## config.mk

```make
export PLATFORM = sky130hd
export DESIGN_NAME = audio_top
export DESIGN_NICKNAME = d
export VERILOG_FILES = /design/src/audio_pkg.sv /design/src/audio_top.sv /design/src/sample_sender.sv /design/src/sample_fifo.sv /design/src/audio_mixer.sv
export VERILOG_INCLUDE_DIRS = /design/src
export SDC_FILE = /design/constraint.sdc
export NUM_CORES = 1
export LEC_CHECK = 0
export BUFFER_PORTS_ARGS = -buffer_cell sky130_fd_sc_hd__buf_2
export CORE_MARGIN = 2
export CORE_UTILIZATION = 33
export CTS_BUF_LIST = sky130_fd_sc_hd__clkbuf_4 sky130_fd_sc_hd__clkbuf_8
export CTS_CLUSTER_SIZE = 28
export DETAILED_ROUTE_END_ITERATION = 12
export PLACE_DENSITY_LB_ADDON = 0.12
export RECOVER_POWER = 100
export SETUP_SLACK_MARGIN = 0.3
export SLEW_MARGIN = 10
export SYNTH_ARGS = -nofsm -noshare
export SYNTH_HDL_FRONTEND = slang
export SYNTH_SLANG_ARGS = --single-unit
```

## constraint.sdc

```tcl
create_clock -name a2bus_if -period 4 [get_ports a2bus_if]
set_clock_uncertainty 0.05 [all_clocks]
set_input_delay 0.8 -clock a2bus_if [delete_from_list [all_inputs] [get_ports a2bus_if]]
set_output_delay 0.8 -clock a2bus_if [all_outputs]
set_load 0.01 [all_outputs]
```

## src/audio_defs.svh

```systemverilog
// Width and depth macros shared by the audio path and its testbench
// The sum wraps modulo 2^AUDIO_WIDTH, so AUDIO_WIDTH must be at least
// SRC_WIDTH + SRC_SHIFT and wider than SPK_SHIFT
`ifndef AUDIO_DEFS_SVH
`define AUDIO_DEFS_SVH

// Mixed stereo sample width, signed
`define AUDIO_WIDTH 16

// Sound card and sprite channels are unsigned
`define SRC_WIDTH 10

// Lifts a 10-bit source into the upper bits of a 13-bit field
`define SRC_SHIFT 3

// Speaker bit lands here, worth 4096
`define SPK_SHIFT 12

// Stereo entries held between mixer and sender
`define FIFO_DEPTH 4

`endif
```

## src/audio_pkg.sv

```systemverilog
// Types for the audio mixer path
// Widths come from audio_defs.svh

`include "audio_defs.svh"

package audio_pkg;

    // One channel of a mixed sample, two's complement
    typedef logic signed [`AUDIO_WIDTH-1:0] sample_t;

    // Sender handshake phases
    typedef enum logic [1:0] {
        SEND_IDLE    = 2'd0,  // Waiting for a queued sample
        SEND_REQ     = 2'd1,  // Data valid, req high, waiting for ack
        SEND_RELEASE = 2'd2   // req dropped, waiting for ack to fall
    } send_state_e;

endpackage

```

## src/audio_top.sv

```systemverilog
// Audio path of the card: mixer, sample FIFO and req/ack sender
// Single clock; sample_tick_i is a one-cycle strobe in that domain
// Idle path latency from tick to out_req_o is 3 cycles

`include "audio_defs.svh"

module audio_top (
    input  logic                  a2bus_if,
    input  logic                  rst_n_i,
    input  logic                  sample_tick_i,
    input  audio_pkg::sample_t    synth_l_i,
    input  audio_pkg::sample_t    synth_r_i,
    input  logic [`SRC_WIDTH-1:0] card_l_i,
    input  logic [`SRC_WIDTH-1:0] card_r_i,
    input  logic [`SRC_WIDTH-1:0] sprite_i,
    input  logic                  speaker_i,
    input  logic                  speaker_en_i,
    output audio_pkg::sample_t    out_l_o,
    output audio_pkg::sample_t    out_r_o,
    output logic                  out_req_o,
    input  logic                  out_ack_i,
    output logic                  overflow_o
);

    // Mixer to FIFO
    logic               push;
    audio_pkg::sample_t push_l;
    audio_pkg::sample_t push_r;
    logic               full;

    // FIFO to sender
    logic               empty;
    logic               pop;
    audio_pkg::sample_t head_l;
    audio_pkg::sample_t head_r;

    audio_mixer i_audio_mixer (
        .a2bus_if      (a2bus_if),
        .rst_n_i       (rst_n_i),
        .sample_tick_i (sample_tick_i),
        .synth_l_i     (synth_l_i),
        .synth_r_i     (synth_r_i),
        .card_l_i      (card_l_i),
        .card_r_i      (card_r_i),
        .sprite_i      (sprite_i),
        .speaker_i     (speaker_i),
        .speaker_en_i  (speaker_en_i),
        .full_i        (full),
        .push_o        (push),
        .push_l_o      (push_l),
        .push_r_o      (push_r),
        .overflow_o    (overflow_o)
    );

    sample_fifo i_sample_fifo (
        .a2bus_if (a2bus_if),
        .rst_n_i  (rst_n_i),
        .push_i   (push),
        .push_l_i (push_l),
        .push_r_i (push_r),
        .pop_i    (pop),
        .full_o   (full),
        .empty_o  (empty),
        .head_l_o (head_l),
        .head_r_o (head_r)
    );

    sample_sender i_sample_sender (
        .a2bus_if  (a2bus_if),
        .rst_n_i   (rst_n_i),
        .empty_i   (empty),
        .head_l_i  (head_l),
        .head_r_i  (head_r),
        .pop_o     (pop),
        .out_l_o   (out_l_o),
        .out_r_o   (out_r_o),
        .out_req_o (out_req_o),
        .out_ack_i (out_ack_i)
    );

endmodule

```

## src/sample_sender.sv

```systemverilog
// Four-phase req/ack sender, one sample per handshake
// The entry stays in the FIFO until ack is seen, then is popped
// Sink must drop ack after req falls before the next req can rise

module sample_sender (
    input  logic               a2bus_if,
    input  logic               rst_n_i,
    input  logic               empty_i,
    input  audio_pkg::sample_t head_l_i,
    input  audio_pkg::sample_t head_r_i,
    output logic               pop_o,
    output audio_pkg::sample_t out_l_o,
    output audio_pkg::sample_t out_r_o,
    output logic               out_req_o,
    input  logic               out_ack_i
);

    audio_pkg::send_state_e state;
    logic                   start;

    // Idle and something queued
    assign start = (state == audio_pkg::SEND_IDLE) && !empty_i;

    always_ff @(posedge a2bus_if or negedge rst_n_i) begin
        if (!rst_n_i) begin
            state     <= audio_pkg::SEND_IDLE;
            out_req_o <= 1'b0;
            pop_o     <= 1'b0;
        end else begin
            pop_o <= 1'b0;  // One-cycle strobe
            case (state)
                audio_pkg::SEND_IDLE: begin
                    if (start) begin
                        out_req_o <= 1'b1;
                        state     <= audio_pkg::SEND_REQ;
                    end
                end
                audio_pkg::SEND_REQ: begin
                    if (out_ack_i) begin
                        out_req_o <= 1'b0;
                        pop_o     <= 1'b1;  // Sink has the data, release the entry
                        state     <= audio_pkg::SEND_RELEASE;
                    end
                end
                audio_pkg::SEND_RELEASE: begin
                    if (!out_ack_i) begin
                        state <= audio_pkg::SEND_IDLE;
                    end
                end
                default: begin
                    out_req_o <= 1'b0;
                    state     <= audio_pkg::SEND_IDLE;
                end
            endcase
        end
    end

    // Output data, captured as req goes up
    always_ff @(posedge a2bus_if) begin
        if (start) begin
            out_l_o <= head_l_i;
            out_r_o <= head_r_i;
        end
    end

    // Data held until the sink acknowledges
    a_data_stable : assert property (
        @(posedge a2bus_if) disable iff (!rst_n_i)
        out_req_o && !out_ack_i |=> $stable(out_l_o) && $stable(out_r_o)
    );

    // A new req never rises on top of an old ack
    a_req_after_ack_low : assert property (
        @(posedge a2bus_if) disable iff (!rst_n_i)
        $rose(out_req_o) |-> $past(!out_ack_i)
    );

endmodule

```

## src/sample_fifo.sv

```systemverilog
// Circular buffer of FIFO_DEPTH stereo samples, head shown without a pop
// Push while full is ignored, pop while empty is illegal
// Push and pop in one cycle both take effect when neither empty nor full

`include "audio_defs.svh"

module sample_fifo (
    input  logic               a2bus_if,
    input  logic               rst_n_i,
    input  logic               push_i,
    input  audio_pkg::sample_t push_l_i,
    input  audio_pkg::sample_t push_r_i,
    input  logic               pop_i,
    output logic               full_o,
    output logic               empty_o,
    output audio_pkg::sample_t head_l_o,
    output audio_pkg::sample_t head_r_o
);

    localparam int PTR_W = $clog2(`FIFO_DEPTH);
    localparam int CNT_W = $clog2(`FIFO_DEPTH + 1);
    localparam logic [PTR_W-1:0] LAST_PTR  = PTR_W'(`FIFO_DEPTH - 1);
    localparam logic [CNT_W-1:0] DEPTH_CNT = CNT_W'(`FIFO_DEPTH);

    audio_pkg::sample_t mem_l [`FIFO_DEPTH];
    audio_pkg::sample_t mem_r [`FIFO_DEPTH];

    logic [PTR_W-1:0] wr_ptr;
    logic [PTR_W-1:0] rd_ptr;
    logic [CNT_W-1:0] count;
    logic             do_push;
    logic             do_pop;

    assign full_o  = (count == DEPTH_CNT);
    assign empty_o = (count == '0);
    assign do_push = push_i && !full_o;
    assign do_pop  = pop_i && !empty_o;

    // Oldest entry
    assign head_l_o = mem_l[rd_ptr];
    assign head_r_o = mem_r[rd_ptr];

    always_ff @(posedge a2bus_if or negedge rst_n_i) begin
        if (!rst_n_i) begin
            wr_ptr <= '0;
            rd_ptr <= '0;
            count  <= '0;
        end else begin
            if (do_push) begin
                wr_ptr <= (wr_ptr == LAST_PTR) ? '0 : wr_ptr + 1'b1;
            end
            if (do_pop) begin
                rd_ptr <= (rd_ptr == LAST_PTR) ? '0 : rd_ptr + 1'b1;
            end
            case ({do_push, do_pop})
                2'b10:   count <= count + 1'b1;
                2'b01:   count <= count - 1'b1;
                default: count <= count;  // None, or both at once
            endcase
        end
    end

    // Storage
    always_ff @(posedge a2bus_if) begin
        if (do_push) begin
            mem_l[wr_ptr] <= push_l_i;
            mem_r[wr_ptr] <= push_r_i;
        end
    end

    // Sender pops only what it has seen at the head
    a_no_pop_when_empty : assert property (
        @(posedge a2bus_if) disable iff (!rst_n_i)
        !(pop_i && empty_o)
    );

endmodule

```

## src/audio_mixer.sv

```systemverilog
// Sums all sources into one stereo sample per sample_tick_i, no clipping
// A sample that finds the FIFO full is held until there is room; ticks that
// arrive meanwhile are dropped and latch overflow_o until reset

`include "audio_defs.svh"

module audio_mixer (
    input  logic                         a2bus_if,
    input  logic                         rst_n_i,
    input  logic                         sample_tick_i,
    input  audio_pkg::sample_t           synth_l_i,
    input  audio_pkg::sample_t           synth_r_i,
    input  logic [`SRC_WIDTH-1:0]        card_l_i,
    input  logic [`SRC_WIDTH-1:0]        card_r_i,
    input  logic [`SRC_WIDTH-1:0]        sprite_i,
    input  logic                         speaker_i,
    input  logic                         speaker_en_i,
    input  logic                         full_i,
    output logic                         push_o,
    output audio_pkg::sample_t           push_l_o,
    output audio_pkg::sample_t           push_r_o,
    output logic                         overflow_o
);

    localparam int PAD_W = `AUDIO_WIDTH - `SRC_WIDTH - `SRC_SHIFT;

    logic [`AUDIO_WIDTH-1:0] card_l_ext;
    logic [`AUDIO_WIDTH-1:0] card_r_ext;
    logic [`AUDIO_WIDTH-1:0] sprite_ext;
    logic [`AUDIO_WIDTH-1:0] spk_ext;
    audio_pkg::sample_t      mix_l;
    audio_pkg::sample_t      mix_r;
    logic                    valid_r;   // A mixed sample waits in push_l_o/push_r_o
    logic                    stall;     // Held sample blocked by a full FIFO
    logic                    load;

    // Unsigned sources sit at bit SRC_SHIFT, zero padded on top
    assign card_l_ext = {{PAD_W{1'b0}}, card_l_i, {`SRC_SHIFT{1'b0}}};
    assign card_r_ext = {{PAD_W{1'b0}}, card_r_i, {`SRC_SHIFT{1'b0}}};
    assign sprite_ext = {{PAD_W{1'b0}}, sprite_i, {`SRC_SHIFT{1'b0}}};

    // Speaker contributes a fixed step only when enabled
    assign spk_ext = (speaker_i && speaker_en_i) ? (`AUDIO_WIDTH'(1) << `SPK_SHIFT) : '0;

    // Wraps on overflow, as on the card
    assign mix_l = audio_pkg::sample_t'(synth_l_i + card_l_ext + sprite_ext + spk_ext);
    assign mix_r = audio_pkg::sample_t'(synth_r_i + card_r_ext + sprite_ext + spk_ext);

    assign stall  = valid_r && full_i;
    assign load   = sample_tick_i && !stall;
    assign push_o = valid_r && !full_i;

    always_ff @(posedge a2bus_if or negedge rst_n_i) begin
        if (!rst_n_i) begin
            valid_r    <= 1'b0;
            overflow_o <= 1'b0;
        end else begin
            if (load) begin
                valid_r <= 1'b1;
            end else if (push_o) begin
                valid_r <= 1'b0;
            end
            if (sample_tick_i && stall) begin
                overflow_o <= 1'b1;  // Sticky until reset
            end
        end
    end

    // Sample payload
    always_ff @(posedge a2bus_if) begin
        if (load) begin
            push_l_o <= mix_l;
            push_r_o <= mix_r;
        end
    end

    // FIFO must never see a write while it reports full
    a_no_push_when_full : assert property (
        @(posedge a2bus_if) disable iff (!rst_n_i)
        !(push_o && full_i)
    );

endmodule

```

### Word level (Yosys, flattened, before mapping)

Memories as Yosys holds them, arrays and structs flattened. A register that Yosys moved wholly into a read port is not among the register bits.
Cells that the tools add are included.

* $add $sub $neg: 10
* bitwise operators: 1
* reductions and logical operators: 17
* mux-type cells: 17
* equal/unequal tests: 10

Operator list (count)
* 16-bit by 13-bit adder with 16-bit output: 4
* 16-bit adder: 2
* 13-bit 2-to-1 mux: 1
* 2-bit 2-to-1 mux: 5
* 2-bit equality test (second input constant): 4
* 1-bit logical AND: 8
* 1-bit 2-to-1 mux: 8
* 2-bit one-hot mux with 3 select lines: 1
* 3-bit one-hot mux with 2 select lines: 1
* 3-bit AND reduction: 2
* 2-bit by 1-bit adder with 2-bit output (second input constant): 2
* 2-bit by 1-bit equality test with 1-bit output (second input constant): 2
* 2-bit inequality test (second input constant): 2
* 2-bit nonzero test: 2
* 3-bit by 1-bit adder with 3-bit output (second input constant): 1
* 3-bit equality test (second input constant): 1
* 1-bit zero test: 3
* 3-bit zero test: 1
* 1-bit one-hot mux with 3 select lines: 1
* 3-bit by 1-bit subtractor with 3-bit output (second input constant): 1
* 2-bit zero test: 1
* 2-bit by 1-bit inequality test with 1-bit output (second input constant): 1
* 1-bit inverter: 1

* logic and storage cells: 67
* output and inout port bits: 34
* RAM bits: 128
* input port bits: 68
* bits in registers: 45
* memories: 2

Memories
* i_sample_fifo.mem_l: depth 4, width 16, read ports 1, clocked after memory_dff 1, write ports 1, line sample_fifo.sv:25 `` audio_pkg::sample_t mem_l [`FIFO_DEPTH]; ``
* i_sample_fifo.mem_r: depth 4, width 16, read ports 1, clocked after memory_dff 1, write ports 1, line sample_fifo.sv:26 `` audio_pkg::sample_t mem_r [`FIFO_DEPTH]; ``

### Logic depth before layout (Yosys ltp)

* depth after elaboration: 6
* mapped depth: 12
* gate-level depth less buffers: 12

### Hierarchy

From an unflattened synthesis, not the netlist that was laid out.

* cell total of the unflattened synthesis: 523
* area total of the unflattened synthesis: 9069.9 um^2

Modules (own cells, without submodules)
* sample_fifo: area each 5069.9 um^2, cells each 210, times used 1, sequential area each 4018.9 um^2
* audio_mixer: area each 2872.8 um^2, cells each 268, times used 1, sequential area each 1011.0 um^2
* sample_sender: area each 1127.3 um^2, cells each 45, times used 1, sequential area each 1061.0 um^2

### Least setup slack after synthesis

Ideal clock, no wire load.

* kind: input -> register
* start: in synth_l_i[12]
* end: reg i_audio_mixer.push_l_o[15] (data pin)
* data arrival time: 2.892 ns
* path slack: 0.798 ns
* library setup time: 0.260 ns
* cell stages on the path: 10
* cells stage by stage: inv_1 fa_1 inv_1 fa_1 ha_1 a21oi_1 nand2_1 or3_1 o221ai_1 xnor2_1

* word-level cells in the longest chain between the ends: 3

Ends and longest elaborated chain
* start, declared: line audio_top.sv:11 `input audio_pkg::sample_t synth_l_i,`
* 16-bit by 13-bit adder with 16-bit output (2 in series): line audio_mixer.sv:46 `assign mix_l = audio_pkg::sample_t'(synth_l_i + card_l_ext + sprite_ext + spk_ext);`
* 16-bit adder: line audio_mixer.sv:46
* named net i_audio_mixer.mix_l[15]: line audio_mixer.sv:31 `audio_pkg::sample_t mix_l;`
* end signal, assigned: line audio_mixer.sv:72 `push_l_o <= mix_l;`
* end, declared: line audio_mixer.sv:20 `output audio_pkg::sample_t push_l_o,`

The timed path passes the listed nets, and every way through them passes these cells.
A chain may end at the register's enable or synchronous reset.

### Final worst setup path

* start: in sprite_i[2]
* end: reg i_audio_mixer.push_r_o[13] (data pin)

* word-level cells in the longest chain between the ends: 2

Ends and longest elaborated chain
* start, declared: line audio_top.sv:15 `` input logic [`SRC_WIDTH-1:0] sprite_i, ``
* 16-bit by 13-bit adder with 16-bit output: line audio_mixer.sv:47 `assign mix_r = audio_pkg::sample_t'(synth_r_i + card_r_ext + sprite_ext + spk_ext);`
* 16-bit adder: line audio_mixer.sv:47
* named net i_audio_mixer.mix_r[13]: line audio_mixer.sv:32 `audio_pkg::sample_t mix_r;`
* end signal, assigned: line audio_mixer.sv:73 `push_r_o <= mix_r;`
* end, declared: line audio_mixer.sv:21 `output audio_pkg::sample_t push_r_o,`

The timed path passes the listed nets, and every way through them passes these cells.

==> flow_metrics.py <==
metrics = {
    "status": {
        "status": "finished, violations left",
        "violations": "capacitance limit, slew limit",
    },
    "worst_setup_path": {
        "worstPathMaxFanout": 3,
        "crit_chain": "clkbuf_1, inv_1, fa_1, inv_1, ha_1, ha_1, inv_1, fa_1, nor2b_1, o21a_1, a31o_1, o41ai_1, xnor2_1",
        "cpMaxStageDelayCell": "fa_1",
        "crit_required_ns": 4.15,
        "endpoint_kind": "register",
        "slowest_delay_ns": 0.49,
        "start_kind": "primary input",
        "crit_path_frequent_cell": "inv_1",
        "cpLargestDelayFamily": "adder cells",
        "path_class": "primary input to register",
        "worstPathArrival_ns": 3.49,
        "r2r_setup_slack_ns": 0.80,
        "cp_num_buf_inv": 4,
    },
    "placement": {
        "portBuffers": 101,
        "place.gp.congestion": 0.722,
        "dp_cells": 958,
        "post-dp-hpwl_mm": 11.2,
    },
    "floorplan": {
        "core_um2": 26900,
        "die_h_um": 169,
        "chipWidth_um": 169,
        "start_util_pct": 33.5,
        "io_pins": 102,
        "dieArea_um2": 28600,
        "rows": 60,
    },
    "cts": {
        "ctsHoldBuffers": 0,
        "clockBufferDepth": 3,
        "cts.clk_slew.worst_paths_ns": 0.06,
        "cts_buffers": 35,
        "ctsResizeCount": 0,
        "clock_sinks": 205,
        "post_cts_buffers": 0,
        "clock_latency_ns": 0.49,
        "cts-root-buf": "clkbuf_8",
        "htree_levels": 2,
        "cts_tree": "done",
    },
    "global_route": {
        "grt_usage_pct": 12.2,
        "grt_antenna_before_repair": 0,
        "grt_max_degree": 35,
        "grt_pass1_wl_mm": 26.6,
        "grt_pass1_vias": 4834,
        "grt-ovfl-total": 0,
    },
    "final_layout": {
        "diodes": 0,
        "finish.utilization_pct": 39.2,
        "layoutNonFillerInstCount": 1018,
        "layout-drive-gt1-share_pct": 23.2,
        "nets": 791,
        "area_growth_pct": 17.1,
    },
    "route": {
        "route.detailed.drc": 0,
        "vias": 4467,
        "drt_wl_total_mm": 17.2,
        "viasPerCell": 4.39,
        "drtAntennaViolNets": 0,
        "first_pass_iters": 4,
        "dr.first_iter.drc_count": 175,
        "routedWlPerCell_um": 16.9,
    },
    "sta": {
        "final_max_slew_viol_count": 226,
        "finalSetupViolCount": 0,
        "slew_headroom_pct": -56.9,
        "hold_viol_final": 0,
        "hold_slack_ns": 0.290,
        "finalCriticalPeriod_ns": 3.33,
        "tns_ns": 0,
        "fmax_mhz": 300,
        "tightest_slew_ns": 2.35,
        "rsz0062_at_grt": "no",
        "finalCritPeriodShare_pct": 83.4,
    },
    "synthesis": {
        "synth_top_family_by_area": "adder cells",
        "synth_xor_area_share_pct": 2.04,
        "synthMuxAreaShare_pct": 8.24,
        "syn-num-nets": 656,
        "synth_seq_cells": 205,
        "synth_area_leaders": "edfxtp_1 64%, mux4_2 8.0%, ha_1 6.1%",
        "yosysUniqueCellTypes": 36,
        "synth_top_area_share_pct": 64.1,
        "yosysSeqAreaShare_pct": 67.7,
        "synth_top_cell_by_area": "edfxtp_1",
        "avgSynthCellArea_um2": 17.3,
        "yosys.area_share.adder_pct": 11.7,
        "ys_warn_count": 0,
        "synthesis.area_um2": 9000,
        "synth_cells": 519,
        "synth-simple-area-share_pct": 3.38,
        "synth_compound_area_share_pct": 2.82,
    },
    "worst_hold_path": {
        "hold_path.class": "primary input to asynchronous set/reset pin",
    },
    "power_and_ir_drop": {
        "ir_worst_vdd_v": 0.000266,
        "powerDensity_nw_per_um2": 694,
        "power.leakage_nw": 4.14,
    },
    "flow_run": {
        "max_cap_viol_count": 7,
    },
}
==> routing by layer <==
metal	share of wire, %	track usage, %
met5	0	0
met4	1.8	3.68
met3	4.8	2.75
met2	49	20.8
met1	44	15.7
==> layout make-up <==
type / count / area [um2]
clock inverter: 7 / 52.6
multi-input combinational: 216 / 2510
fill: 2538 / 16300
clock buffer: 53 / 629
inverter: 90 / 338
tap: 341 / 427
sequential: 205 / 6090
timing repair buffer: 106 / 483
==> path summary, 6_finish.rpt <==
kind	start	end	cells past startpoint
setup / recovery	sprite_i[2]	i_audio_mixer.push_r_o[13]	13
hold / removal	rst_n_i	i_sample_sender.out_req_o	1
setup reg to reg	i_sample_fifo.count[0]	i_audio_mixer.push_l_o[5]	4
hold reg to reg	i_audio_mixer.overflow_o	i_audio_mixer.overflow_o	1
max in group asynchronous	rst_n_i	i_sample_fifo.rd_ptr[0]	1
min in group a2bus_if	i_audio_mixer.overflow_o	i_audio_mixer.overflow_o	1
==> worst register-to-register path, cell delays in order (launching register included) <==
cell and delay, ns:
dfrtp_1 0.41, nor2_1 0.08, and3_1 0.21, nor2b_1 0.72
clkbuf_1 1.31
==> registers in the layout, summed over array words and instances, names as in the netlist <==
name / flops
i_audio_mixer.overflow_o: 1
i_sample_fifo.rd_ptr: 2
i_audio_mixer.push_l_o: 16
i_audio_mixer.valid_r: 1
i_sample_sender.state: 2
i_sample_sender.out_r_o: 16
i_sample_sender.out_l_o: 16
i_sample_fifo.mem_l: 64
i_sample_fifo.mem_r: 64
i_sample_fifo.wr_ptr: 2
i_sample_sender.out_req_o: 1
i_sample_fifo.count: 3
i_sample_sender.pop_o: 1
i_audio_mixer.push_r_o: 16
==> Yosys cell counts, drive strengths merged <==
| cell type | instances |
|---|---|
| o22ai | 1 |
| a21oi | 9 |
| nor2b | 4 |
| nand3 | 2 |
| inv | 90 |
| o221ai | 1 |
| fa | 25 |
| nor3 | 5 |
| or2 | 3 |
| o31a | 1 |
| a21o | 4 |
| o21a | 4 |
| ha | 44 |
| nand2 | 8 |
| xnor2 | 15 |
| mux2 | 1 |
| and2 | 4 |
| dfrtp | 13 |
| and3 | 11 |
| buf | 5 |
| edfxtp | 192 |
| a31o | 2 |
| o21ai | 7 |
| nor2 | 8 |
| clkbuf | 3 |
| mux4 | 32 |
| a211oi | 3 |
| xor2 | 6 |
| a31oi | 2 |
| mux2i | 1 |
| nand2b | 6 |
| or3 | 5 |
| o41ai | 2 |
==> power breakdown <==
group / total (mW) / switching, mW / internal (mW)
sequential: 3.58 / 0.259 / 3.32
clock: 1.83 / 0.768 / 1.06
combinational: 1.91 / 1.11 / 0.799
total: 7.32 / 2.14 / 5.18
==> layout by cell type, fill, tap and decap left out, drive strengths merged, types with 6 or more instances in the layout <==
cell / synthesis / routed
edfxtp: 192 / 192
clkbuf: 3 / 95
inv: 90 / 90
buf: 5 / 64
ha: 44 / 44
mux4: 32 / 32
fa: 25 / 25
xnor2: 15 / 15
dfrtp: 13 / 13
and3: 11 / 11
a21oi: 9 / 9
nand2: 8 / 8
nor2: 8 / 8
o21ai: 7 / 7
nand2b: 6 / 6
xor2: 6 / 6
clkinv: 0 / 6
==> logic make-up (layout without fill, tap and decap cells) <==
group	count (synthesis)	in the layout
fa+ha+maj	69	69
simple gates	56	56
buf+inv	98	256
xor+xnor	21	21
mux	34	34
compound gates	36	36
flops	205	205
==> stage by stage <==
stage	worst slack (ns)	cell area [um2]	total power, mW
finish	0.666	10500	7.32
global route	0.442	10500	7.78
CTS	0.892	10600	7.49
detailed placement	0.379	9950	5.63
global placement	0.361	9950	5.58
floorplan	0.798	9000	4.86
Power figures use the tool's default switching activity.
